**src/rtl/apu_bus_pkg.sv**
```systemverilog
package apu_bus_pkg;

	// CPU write data as seen on the register bus
	typedef logic [7:0] bus_data_t;

	// $4008 linear counter setup
	// bit 7 is shared between linear control and length counter halt
	localparam int HALT_BIT = 7;
	localparam int LIN_RELOAD_LSB = 0;
	localparam int LIN_RELOAD_MSB = 6;

	// $400A takes the whole byte as the low period bits

	// $400B high period bits, upper five go to the length counter
	localparam int PERIOD_HI_LSB = 0;
	localparam int PERIOD_HI_MSB = 2;

	// $401A debug register, forces the sequencer position
	localparam int SEQ_POS_MSB = 4;

endpackage

```
**src/rtl/tri_pkg.sv**
```systemverilog
package tri_pkg;

	// Linear counter, 7 bits from $4008
	typedef logic [6:0] lin_count_t;

	// Timer period, low byte from $400A and three bits from $400B
	typedef logic [10:0] period_t;

	// Step position within the 32-step triangle
	typedef logic [4:0] seq_pos_t;

	// Sample handed to the mixer
	typedef logic [3:0] sample_t;

	// Linear counter reload flag
	// Set by a $400B write, cleared on a quarter frame once halt is 0
	typedef enum logic {
		RELOAD_IDLE,
		RELOAD_PENDING
	} reload_state_e;

	// Top of the ramp, first half of the sequence counts down from here
	localparam sample_t SAMPLE_MAX = 4'd15;

endpackage

```
**src/rtl/tri_channel.sv**
```systemverilog
`timescale 1ns/10ps

module tri_channel (
	input  logic                  phi1,
	input  logic                  rst_n,
	input  apu_bus_pkg::bus_data_t data,
	input  logic                  w4008,
	input  logic                  w400a,
	input  logic                  w400b,
	input  logic                  w401a,
	input  logic                  quarter_frame,
	input  logic                  length_zero,
	input  logic                  lock,
	output logic                  len_halt,
	output tri_pkg::sample_t      tri_out
);

	logic lin_load;
	logic lin_step;
	logic lin_zero;
	logic timer_tick;
	logic seq_step;

	tri_control i_tri_control (
		.phi1          (phi1),
		.rst_n         (rst_n),
		.data          (data),
		.w4008         (w4008),
		.w400b         (w400b),
		.quarter_frame (quarter_frame),
		.timer_tick    (timer_tick),
		.lin_zero      (lin_zero),
		.length_zero   (length_zero),
		.lock          (lock),
		.len_halt      (len_halt),
		.lin_load      (lin_load),
		.lin_step      (lin_step),
		.seq_step      (seq_step)
	);

	tri_linear_counter i_tri_linear_counter (
		.phi1     (phi1),
		.rst_n    (rst_n),
		.data     (data),
		.w4008    (w4008),
		.lin_load (lin_load),
		.lin_step (lin_step),
		.lin_zero (lin_zero)
	);

	// Timer keeps running even while the sequencer is gated
	tri_freq_timer i_tri_freq_timer (
		.phi1       (phi1),
		.rst_n      (rst_n),
		.data       (data),
		.w400a      (w400a),
		.w400b      (w400b),
		.timer_tick (timer_tick)
	);

	tri_sequencer i_tri_sequencer (
		.phi1     (phi1),
		.rst_n    (rst_n),
		.data     (data),
		.w401a    (w401a),
		.seq_step (seq_step),
		.tri_out  (tri_out)
	);

endmodule

```
**src/rtl/tri_control.sv**
```systemverilog
`timescale 1ns/10ps

module tri_control (
	input  logic                  phi1,
	input  logic                  rst_n,
	input  apu_bus_pkg::bus_data_t data,
	input  logic                  w4008,
	input  logic                  w400b,
	input  logic                  quarter_frame,
	input  logic                  timer_tick,
	input  logic                  lin_zero,
	input  logic                  length_zero,
	input  logic                  lock,
	output logic                  len_halt,
	output logic                  lin_load,
	output logic                  lin_step,
	output logic                  seq_step
);

	logic                  halt_q;
	tri_pkg::reload_state_e reload_q;
	tri_pkg::reload_state_e reload_d;

	// Control bit, also halts the length counter outside this channel
	always_ff @(posedge phi1 or negedge rst_n) begin
		if (!rst_n) begin
			halt_q <= 1'b0;
		end else if (w4008) begin
			halt_q <= data[apu_bus_pkg::HALT_BIT];
		end
	end

	assign len_halt = halt_q;

	// Reload flag, a write to $400B wins over a clear in the same cycle
	always_comb begin
		reload_d = reload_q;
		if (w400b) begin
			reload_d = tri_pkg::RELOAD_PENDING;
		end else if (quarter_frame && reload_q == tri_pkg::RELOAD_PENDING && !halt_q) begin
			reload_d = tri_pkg::RELOAD_IDLE;
		end
	end

	always_ff @(posedge phi1 or negedge rst_n) begin
		if (!rst_n) begin
			reload_q <= tri_pkg::RELOAD_IDLE;
		end else begin
			reload_q <= reload_d;
		end
	end

	// Quarter frame either reloads or counts the linear counter down
	assign lin_load = quarter_frame && (reload_q == tri_pkg::RELOAD_PENDING);
	assign lin_step = quarter_frame && (reload_q == tri_pkg::RELOAD_IDLE) && !lin_zero;

	// Timer tick reaches the sequencer only with both counters live and no lock
	assign seq_step = timer_tick && !lin_zero && !length_zero && !lock;

	// A longer quarter frame would reload or count down more than once
	a_quarter_pulse: assert property (@(posedge phi1) disable iff (!rst_n)
		quarter_frame |=> !quarter_frame);

endmodule

```
**src/rtl/tri_freq_timer.sv**
```systemverilog
`timescale 1ns/10ps

module tri_freq_timer (
	input  logic                  phi1,
	input  logic                  rst_n,
	input  apu_bus_pkg::bus_data_t data,
	input  logic                  w400a,
	input  logic                  w400b,
	output logic                  timer_tick
);

	tri_pkg::period_t period_q;
	tri_pkg::period_t count_q;

	// Period register, low byte and high bits are written separately
	always_ff @(posedge phi1 or negedge rst_n) begin
		if (!rst_n) begin
			period_q <= '0;
		end else begin
			if (w400a) begin
				period_q[7:0] <= data;
			end
			if (w400b) begin
				period_q[10:8] <= data[apu_bus_pkg::PERIOD_HI_MSB:apu_bus_pkg::PERIOD_HI_LSB];
			end
		end
	end

	// Free running down counter
	// A period of P gives one tick every P+1 cycles
	always_ff @(posedge phi1 or negedge rst_n) begin
		if (!rst_n) begin
			count_q <= '0;
			timer_tick <= 1'b0;
		end else if (count_q == '0) begin
			count_q <= period_q;
			timer_tick <= 1'b1;
		end else begin
			count_q <= count_q - 1'b1;
			timer_tick <= 1'b0;
		end
	end

	// The count after a tick is the period seen one cycle earlier
	a_tick_single: assert property (@(posedge phi1) disable iff (!rst_n)
		timer_tick && $past(period_q) != '0 |=> !timer_tick);

endmodule

```
**src/rtl/tri_linear_counter.sv**
```systemverilog
`timescale 1ns/10ps

module tri_linear_counter (
	input  logic                  phi1,
	input  logic                  rst_n,
	input  apu_bus_pkg::bus_data_t data,
	input  logic                  w4008,
	input  logic                  lin_load,
	input  logic                  lin_step,
	output logic                  lin_zero
);

	tri_pkg::lin_count_t reload_q;
	tri_pkg::lin_count_t count_q;

	// Reload value from $4008
	always_ff @(posedge phi1 or negedge rst_n) begin
		if (!rst_n) begin
			reload_q <= '0;
		end else if (w4008) begin
			reload_q <= data[apu_bus_pkg::LIN_RELOAD_MSB:apu_bus_pkg::LIN_RELOAD_LSB];
		end
	end

	// Down counter, load takes priority
	always_ff @(posedge phi1 or negedge rst_n) begin
		if (!rst_n) begin
			count_q <= '0;
		end else if (lin_load) begin
			count_q <= reload_q;
		end else if (lin_step) begin
			count_q <= count_q - 1'b1;
		end
	end

	assign lin_zero = (count_q == '0); // Silences the sequencer

	// Control must stop decrementing once the count has run out
	a_no_step_at_zero: assert property (@(posedge phi1) disable iff (!rst_n)
		lin_step |-> count_q != '0);

endmodule

```
**src/rtl/tri_sequencer.sv**
```systemverilog
`timescale 1ns/10ps

module tri_sequencer (
	input  logic                  phi1,
	input  logic                  rst_n,
	input  apu_bus_pkg::bus_data_t data,
	input  logic                  w401a,
	input  logic                  seq_step,
	output tri_pkg::sample_t      tri_out
);

	tri_pkg::seq_pos_t pos_q;
	tri_pkg::sample_t  ramp;

	// Position wraps at 32, the debug write beats a step
	always_ff @(posedge phi1 or negedge rst_n) begin
		if (!rst_n) begin
			pos_q <= '0;
		end else if (w401a) begin
			pos_q <= data[apu_bus_pkg::SEQ_POS_MSB:0];
		end else if (seq_step) begin
			pos_q <= pos_q + 1'b1;
		end
	end

	assign ramp = pos_q[3:0];

	// First half falls 15..0, second half rises 0..15
	always_comb begin
		if (pos_q[4]) begin
			tri_out = ramp;
		end else begin
			tri_out = tri_pkg::SAMPLE_MAX - ramp;
		end
	end

endmodule

```
**config.mk**
```make
export PLATFORM = sky130hd
export DESIGN_NAME = tri_channel
export DESIGN_NICKNAME = d
export VERILOG_FILES = /design/src/rtl/apu_bus_pkg.sv /design/src/rtl/tri_pkg.sv /design/src/rtl/tri_channel.sv /design/src/rtl/tri_control.sv /design/src/rtl/tri_freq_timer.sv /design/src/rtl/tri_linear_counter.sv /design/src/rtl/tri_sequencer.sv
export SDC_FILE = /design/constraint.sdc
export NUM_CORES = 1
export LEC_CHECK = 0
export BUFFER_PORTS_ARGS = -buffer_cell sky130_fd_sc_hd__buf_4
export CAP_MARGIN = 20
export CORE_MARGIN = 10
export CORE_UTILIZATION = 40
export CTS_BUF_LIST = sky130_fd_sc_hd__clkbuf_4
export DETAILED_ROUTE_END_ITERATION = 10
export GPL_TIMING_DRIVEN = 0
export SYNTH_ARGS = -nofsm -noshare
export SYNTH_HDL_FRONTEND = slang
export SYNTH_SLANG_ARGS = --single-unit
```
**constraint.sdc**
```tcl
create_clock -name phi1 -period 2.8 [get_ports phi1]
set_clock_uncertainty 0.2 [all_clocks]
set_input_delay 0.56 -clock phi1 [delete_from_list [all_inputs] [get_ports phi1]]
set_output_delay 0.56 -clock phi1 [all_outputs]
set_load 0.005 [all_outputs]
```
==> metrics, run 1 <==
outcome completed; sequential area share after synthesis 0.497; Worst Setup Start Kind register; switching share of power 0.345; CTS H-tree lvls 2; DP HPWL 3350 µm; core box area 5440 µm²; P_int 1.13 mW; worst skew pair latency 350 ps; Critical path buffers and inverters 1; Sink Count 44; Total Routed Length 4620 µm; number of diodes 0; Setup TNS 0 ps; Primary FF master, synth dfrtp_1; CTS tree built; DIE AREA 8910 µm²; IO buf count 19; Final Hold Fails 0; clock share of power 0.177; P_leak 1.06 nW; worst r2r src i_tri_linear_counter.count_q[0]$_DFFE_PN0P_; drt first pass iters 4; root buffer cell clkbuf_4; die width 94.4 µm; Avg Vias per Cell 5.36; fin crit period 2240 ps; # fillers 525; first-pass GRT wire length 8250 µm; layout cells sized above 1 0.229; initial antenna violation count 0; Psw 598 µW; Area Overhead vs Synth 13.5%; placed insts 290; max_cap viols 0; DR vias 1603; slowest library cell on the worst path dfrtp_1; Routed Antenna Nets 0; fin cells 299; ys async rst share 1.00; largest net degree at the start of global routing 45; CP max stage delay 430 ps; Critical Path Source i_tri_linear_counter.count_q[0]$_DFFE_PN0P_; Arr. time, crit path 2290 ps; flops & latches, synth 44; syn avg cell area 11.1 µm²; critical path endpoint category register; Post-synth EDFFs 0; Post-Synthesis Cell Area 2210 µm²; initial core utilization 0.407; final worst path period share 0.801; Syn Inst Count 199; Boundary Pins 22; synth unique cells 42; WP data required 2850 ps; total CTS buffers 5; combinational power share 0.285; num rows 27; Slew headroom 0.620; synthesis warning total 0; GP Congestion 0.775; most frequent cells in the layout dfrtp_1, mux2_2, buf_4; gr usage total 0.116; Worst Tran Pin Value 570 ps; pwr dens 688 nW/µm²; Chip Height 94.4 µm; Worst Hold Class in -> reg; WL per Instance 15.4 µm; Net Count, Synth 221; Final nets 248; Worst VDD drop 0.000430 V; Reg power frac 0.537; Max Slew Vio Count 0; kind of critical path reg -> reg; DRC 0; Reg clk slew, reported paths 120 ps; delay-heaviest family, CP multiplexers; initial DRC count 86; vias in the first global route 1656; crit-path max FO 6; RSZ-0062 raised after global routing false; fmax 446 MHz; Final setup viols 0; critical hold path startpoint w400b; GRT Residual Overflow 0; crit path cell chain inv_1 > ha_1 > nor4b_4 > a21oi_1 > mux2_1 > mux2_2; Clock Path Buffers 2; commonest non-fill, non-tap cell in the layout dfrtp_1
## power groups by stage
| stage | sequential [mW] | clock [mW] | combinational [mW] |
|---|---|---|---|
| floorplan | 0.904 | 0 | 0.376 |
| global placement | 0.940 | 0 | 0.482 |
| detailed placement | 0.941 | 0 | 0.495 |
| CTS | 0.928 | 0.322 | 0.497 |
| global route | 0.955 | 0.346 | 0.570 |
| finish | 0.930 | 0.307 | 0.494 |
## through the flow
| step | total power [mW] | utilization | instance area [µm²] | hold WS, ps | worst slack [ps] |
|---|---|---|---|---|---|
| after floorplan | 1.28 | - | 2210 | 64.4 | 628 |
| after global placement | 1.42 | 0.450 | 2450 | 264 | 387 |
| after detailed placement | 1.44 | 0.450 | 2450 | 265 | 382 |
| after CTS | 1.75 | 0.462 | 2510 | 222 | 538 |
| after global routing | 1.87 | 0.462 | 2510 | 208 | 383 |
| final | 1.73 | 0.462 | 2510 | 235 | 557 |
## routing by layer
metal | global-route usage | wire length [µm]
met5 | 0 | 0
met4 | 0.0316 | 48
met2 | 0.166 | 2030
met1 | 0.161 | 2300
met3 | 0.0389 | 245
## timing repair
item | 4_1_cts | 5_1_grt
setup buffers | 0 | 0
hold buffers | 1 | 0
resized for setup | 0 | 0
endpoints found under the hold margin | 11 | 0
## final timing paths
kind	endpoint	slack [ps]	depth (start not counted)
min	i_tri_control.reload_q$_DFFE_PN0P_	230	2
max	i_tri_sequencer.pos_q[1]$_DFFE_PN0P_	560	6
min in group asynchronous	i_tri_freq_timer.period_q[8]$_DFFE_PN0P_	540	2
max reg2reg	i_tri_sequencer.pos_q[1]$_DFFE_PN0P_	560	6
min reg2reg	i_tri_freq_timer.count_q[7]$_DFF_PN0_	280	1
max in group asynchronous	i_tri_linear_counter.count_q[4]$_DFFE_PN0P_	1480	2
## registers in the layout, summed over array words and instances (netlist names)
register and flops:
i_tri_freq_timer.period_q 11, i_tri_control.reload_q 1, i_tri_freq_timer.timer_tick 1, i_tri_freq_timer.count_q 11, i_tri_linear_counter.count_q 7, i_tri_linear_counter.reload_q 7
i_tri_sequencer.pos_q 5, i_tri_control.len_halt 1
## final cells by class
type / count / area (µm²) / area share
Inverter: 9 / 33.8 / 0.0134
Tap cell: 72 / 90.1 / 0.0358
Clock inverter: 2 / 11.3 / 0.00448
Sequential cell: 44 / 1100 / 0.438
Timing Repair Buffer: 20 / 153 / 0.0607
Buffer: 10 / 52.6 / 0.0209
Clock buffer: 6 / 45.0 / 0.0179
Multi-Input combinational cell: 136 / 1030 / 0.409
## synth_stat cells (all sizes together) (2+ instances only)
library cell  count  area share
and4              2      0.0079
o21ai            18       0.041
nor3              6       0.014
a22o              7       0.028
nor2              6       0.010
nand2            18       0.031
a221o             2      0.0090
buf               2       0.010
mux2             20        0.10
clkbuf            8       0.014
a41oi             2      0.0079
or4               3       0.012
a21oi             5       0.011
nor4              3       0.015
or3b              2      0.0079
xnor2            10       0.040
o31ai             6       0.020
a21o              2      0.0068
or4b              2       0.011
o41ai             2      0.0079
dfrtp            44        0.50
nand2b            3      0.0085
ha                5       0.028
inv               9       0.015
## logic make-up after synthesis
group	after synthesis	share of synthesized area
flip-flops	44	0.497
AND/OR/NAND/NOR	51	0.141
buffers and inverters	19	0.0390
AO/OA/AOI/OAI	49	0.149
multiplexers	21	0.106
XOR/XNOR	10	0.0395
adder cells (fa/ha/maj)	5	0.0282
Note: power is estimated with default switching activity, not from simulation.
==> inputs of run 2 (changes only) <==
- clock period: 2.8 -> 2 ns (I/O delays scaled with it)
==> run 2 against run 1 <==
  * The run now ends with setup timing left
  * Sequential power grew 40%
  * Die area is the same
  * Combinational power grew 55%
  * Register-to-register slack lost 560 ps
  * Flip-flop and latch count is the same
  * Setup slack lost 560 ps
  * Critical path depth is the same
  * Hold slack lost 170 ps
  * Final area grew 5.8%
  * Critical endpoint is now i_tri_freq_timer.count_q[7]$_DFF_PN0_
  * Highest routed layer unchanged
==> metrics, run 2 (same netlist as run 1, synthesis figures left out) <==
Total Routed Length 4800 µm; Psw 879 µW; total CTS buffers 5; Setup TNS -0.935 ps; core box area 5440 µm²; Avg Vias per Cell 5.34; Worst Hold Class in -> reg; GP Congestion 0.843; fin cells 308; clock share of power 0.245; Power Total 2.74 mW; Routed Antenna Nets 0; P_leak 1.13 nW; P_int 1.86 mW; Final setup viols 1; Chip Height 94.4 µm; Worst Setup Start Kind register; worst hold slack 62.0 ps; DRC 0; root buffer cell clkbuf_4; drt first pass iters 4; kind of critical path reg -> reg; fmax 500 MHz; combinational power share 0.279; Clock Path Buffers 2; Sink Count 44; final worst slack -0.935 ps; GRT Residual Overflow 0; DIE AREA 8910 µm²; RSZ-0062 raised after global routing true; DP HPWL 3350 µm; Worst VDD drop 0.000584 V; Max Slew Vio Count 0; WP data required 2050 ps; largest net degree at the start of global routing 45; failing checks setup timing; num rows 27; placed insts 290; Final nets 258; pwr dens 1030 nW/µm²; critical path endpoint category register; vias in the first global route 1703; initial DRC count 51; initial core utilization 0.407; Boundary Pins 22; outcome finished with violations; Slew headroom 0.629; Final Hold Fails 0; CTS tree built; final worst path period share 1.00; Largest regs i_tri_freq_timer.count_q x11, i_tri_freq_timer.period_q x11; crit-path max FO 4; first-pass GRT wire length 8380 µm; commonest non-fill, non-tap cell in the layout dfrtp_1; number of diodes 0; WL per Instance 15.6 µm; Arr. time, crit path 2050 ps; most frequent cells in the layout dfrtp_1, buf_4, mux2_2; switching share of power 0.321; CTS H-tree lvls 2; IO buf count 19; Area Overhead vs Synth 20.1%; Reg power frac 0.475; initial antenna violation count 0; Worst Tran Pin Value 557 ps; gr usage total 0.117; Reg clk slew, reported paths 130 ps; # fillers 519; worst skew pair latency 350 ps; die width 94.4 µm; DR vias 1644; layout cells sized above 1 0.305; max_cap viols 0; fin crit period 2000 ps
run 2: cell type report:
type	instances	area, µm²	share of cell area
clock buffer	5	37.5	0.0141
timing repair buffer	32	243	0.0913
multi-input combinational	136	1060	0.400
clock inverter	2	60.1	0.0226
tap	72	90.1	0.0339
sequential	44	1100	0.414
inverter	9	33.8	0.0127
buffer	8	30.0	0.0113
run 2: critical path, cell delays in order, from the launching register on:
cell	delay (ps)
dfrtp_1	410
inv_2	70
ha_1	130
or4b_4	500
or4_1	410
a31oi_1	140
a21oi_1	50
run 2: routing by layer:
layer | GRT usage | part of all wire | up-vias
li1 | - | - | 802
met1 | 0.161 | 0.51 | 805
met2 | 0.176 | 0.44 | 30
met4 | 0.0316 | 0.010 | 0
met3 | 0.0333 | 0.044 | 7
met5 | 0 | 0 | -
run 2: timing repair:
action / 4_1_cts / 5_1_grt
endpoints found under the hold margin: 44 / 0
gates resized for setup: 5 / 10
pin swaps: 2 / 4
setup endpoints to repair: 16 / 18
setup buffers: 12 / 0
hold buffers: 1 / 0
run 2: power by group through the flow:
stage	Clock [mW]	Sequential [mW]	Combinational, mW
after CTS	0.695	1.29	0.756
final	0.672	1.30	0.766
after floorplan	0	1.27	0.528
after detailed placement	0	1.32	0.695
after global routing	0.734	1.34	0.874
after global placement	0	1.32	0.676
run 2: worst paths after layout:
path / from / end / slack, ps / cells past startpoint
worst max-delay path: i_tri_freq_timer.count_q[0]$_DFF_PN0_ / i_tri_freq_timer.count_q[7]$_DFF_PN0_ / -0.9 / 6
max in group asynchronous: rst_n / i_tri_linear_counter.reload_q[6]$_DFFE_PN0P_ / 860 / 2
worst min register to register: i_tri_freq_timer.count_q[7]$_DFF_PN0_ / i_tri_freq_timer.count_q[7]$_DFF_PN0_ / 280 / 1
worst max register to register: i_tri_freq_timer.count_q[0]$_DFF_PN0_ / i_tri_freq_timer.count_q[7]$_DFF_PN0_ / -0.9 / 6
worst min-delay path: w400b / i_tri_control.reload_q$_DFFE_PN0P_ / 60 / 2
min in group asynchronous: rst_n / i_tri_freq_timer.count_q[1]$_DFF_PN0_ / 360 / 2
run 2: per-stage QoR:
stage,instance area (µm²),worst slack [ps],util
after floorplan,2220,-53.7,-
after global placement,2450,-144,0.451
after global routing,2660,-78.3,0.489
after CTS,2640,-12.7,0.485
final,2660,-0.935,0.489
after detailed placement,2450,-172,0.451
==> inputs of run 3 (changes only) <==
==> constraint.sdc (replaced) <==
create_clock -name phi1 -period 2 [get_ports phi1]
set_clock_uncertainty 0.2 [all_clocks]
set_input_delay 0.2 -clock phi1 [delete_from_list [all_inputs] [get_ports phi1]]
set_output_delay 0.2 -clock phi1 [all_outputs]
set_load 0.005 [all_outputs]
==> run 3 against run 2 <==
  * The run still ends with setup timing left
  * Utilization rose by 2.9 points
  * Critical path depth did not move
  * Clock power barely moved
  * Combinational power rose by 11%
  * Final cell count rose by 3.6%
  * First-iteration DRC count rose by 2.0%
  * Routed wire length rose by 3.5%
  * Sequential power barely moved
  * Fmax fell by 0.81%
  * Global-route usage rose by 0.25 points
  * Non-clock buffer count rose by 11
  * Critical endpoint unchanged
==> metrics, run 3 (same netlist as run 1, synthesis figures left out) <==
CTS tree built; switching share of power 0.324; Power Total 2.84 mW; vias in the first global route 1739; pwr dens 1010 nW/µm²; drt first pass iters 4; CTS H-tree lvls 2; number of diodes 0; WL per Instance 15.6 µm; Final Hold Fails 0; num rows 27; layout cells sized above 1 0.328; DRC 0; Final setup viols 1; crit-path max FO 4; Area Overhead vs Synth 27.2%; Arr. time, crit path 2070 ps; largest net degree at the start of global routing 45; Clock Path Buffers 2; most frequent cells in the layout dfrtp_1, buf_4, mux2_2; Worst Setup Start Kind register; core box area 5440 µm²; kind of critical path reg -> reg; die width 94.4 µm; DP HPWL 3350 µm; Chip Height 94.4 µm; Max Slew Vio Count 0; initial core utilization 0.407; GRT Residual Overflow 0; Psw 918 µW; max_cap viols 0; Worst Tran Pin Value 579 ps; critical hold path startpoint w401a; gr usage total 0.120; final worst slack -17.2 ps; root buffer cell clkbuf_4; Critical Path Source i_tri_freq_timer.count_q[0]$_DFF_PN0_; Final nets 269; Avg Vias per Cell 5.34; P_int 1.92 mW; clock share of power 0.237; Total Routed Length 4970 µm; commonest non-fill, non-tap cell in the layout dfrtp_1; Worst Hold Class in -> reg; RSZ-0062 raised after global routing true; worst skew pair latency 350 ps; GP Congestion 0.843; total CTS buffers 5; fmax 496 MHz; Largest regs i_tri_freq_timer.count_q x11, i_tri_freq_timer.period_q x11; Boundary Pins 22; first-pass GRT wire length 8600 µm; Slew headroom 0.614; failing checks setup timing; initial antenna violation count 0; Placed Area 2450 µm²; DIE AREA 8910 µm²; final worst path period share 1.01; P_leak 1.19 nW; worst r2r src i_tri_freq_timer.count_q[0]$_DFF_PN0_; initial DRC count 52; outcome finished with violations; IO buf count 19; critical path endpoint category register; Routed Antenna Nets 0; Reg power frac 0.464; combinational power share 0.299; DR vias 1702; Layout Cell Area excl Fill 2820 µm²; fin crit period 2020 ps; Sink Count 44; Reg clk slew, reported paths 130 ps; Worst VDD drop 0.000595 V; WP data required 2050 ps
[run 3: cell count changes in the layout (fill, tap and decap cells not counted), sizes merged]
cell | before | now
dlygate4sd3 | 1 | 12
buf | 31 | 32
clkbuf | 13 | 12
[run 3: per-stage QoR]
stage | std cells | hold slack, ps | utilization | worst slack, ps | setup TNS [ps]
6_report | 319 | 145 | 0.518 | -17.2 | -17.2
5_1_grt | 319 | 143 | 0.518 | -82.5 | -265
4_1_cts | 319 | 129 | 0.505 | -12.7 | -18.0
3_5_place_dp | 290 | 36.7 | 0.451 | -172 | -1450
3_3_place_gp | 290 | 37.8 | 0.451 | -144 | -1220
2_1_floorplan | 199 | -296 | - | -53.7 | -53.7
[run 3: cell type report]
class / instances / area [µm²]
fillers: 506 / 2620
flip-flops and latches: 44 / 1100
multi-input cells: 136 / 1100
repair buffers: 44 / 368
well taps: 72 / 90.1
clock inverters: 2 / 60.1
clock buffers: 5 / 37.5
inverters: 9 / 33.8
plain buffers: 7 / 27.5
[run 3: critical path, cell delays in order, from the launching register on]
cell and delay (ps):
dfrtp_1 410, inv_2 90, ha_4 120, or4b_4 490, or4_1 410, a31oi_1 140, a21oi_1 50
[run 3: path summary, 6_finish.rpt]
path                       cells after the start                                    end  slack (ps)
max reg2reg                                    6  i_tri_freq_timer.count_q[7]$_DFF_PN0_         -20
max in group asynchronous                      2  i_tri_freq_timer.count_q[5]$_DFF_PN0_        1040
min                                            4   i_tri_sequencer.pos_q[3]$_DFFE_PN0P_         140
min reg2reg                                    1  i_tri_freq_timer.count_q[7]$_DFF_PN0_         280
max                                            6  i_tri_freq_timer.count_q[7]$_DFF_PN0_         -20
min in group asynchronous                      2  i_tri_freq_timer.count_q[1]$_DFF_PN0_         160
[run 3: power by group through the flow]
| stage | Sequential (mW) | Clock [mW] | Combinational, mW |
|---|---|---|---|
| floorplan | 1.27 | 0 | 0.528 |
| global placement | 1.32 | 0 | 0.676 |
| detailed placement | 1.32 | 0 | 0.695 |
| CTS | 1.29 | 0.695 | 0.774 |
| global route | 1.35 | 0.734 | 0.959 |
| finish | 1.32 | 0.673 | 0.849 |
[run 3: layer usage]
layer	up-vias	track usage	share of wire
met1	840	0.167	0.50
met4	0	0.0316	0.0099
met5	-	0	0
met2	31	0.178	0.44
li1	824	-	-
met3	7	0.0333	0.047
[run 3: what timing repair did]
item,in CTS,in global routing
hold endpoints to repair,72,0
gates resized for setup,5,25
pin swaps,2,4
hold buffers,12,0
endpoints found under the setup margin,16,19
buffers inserted,12,1
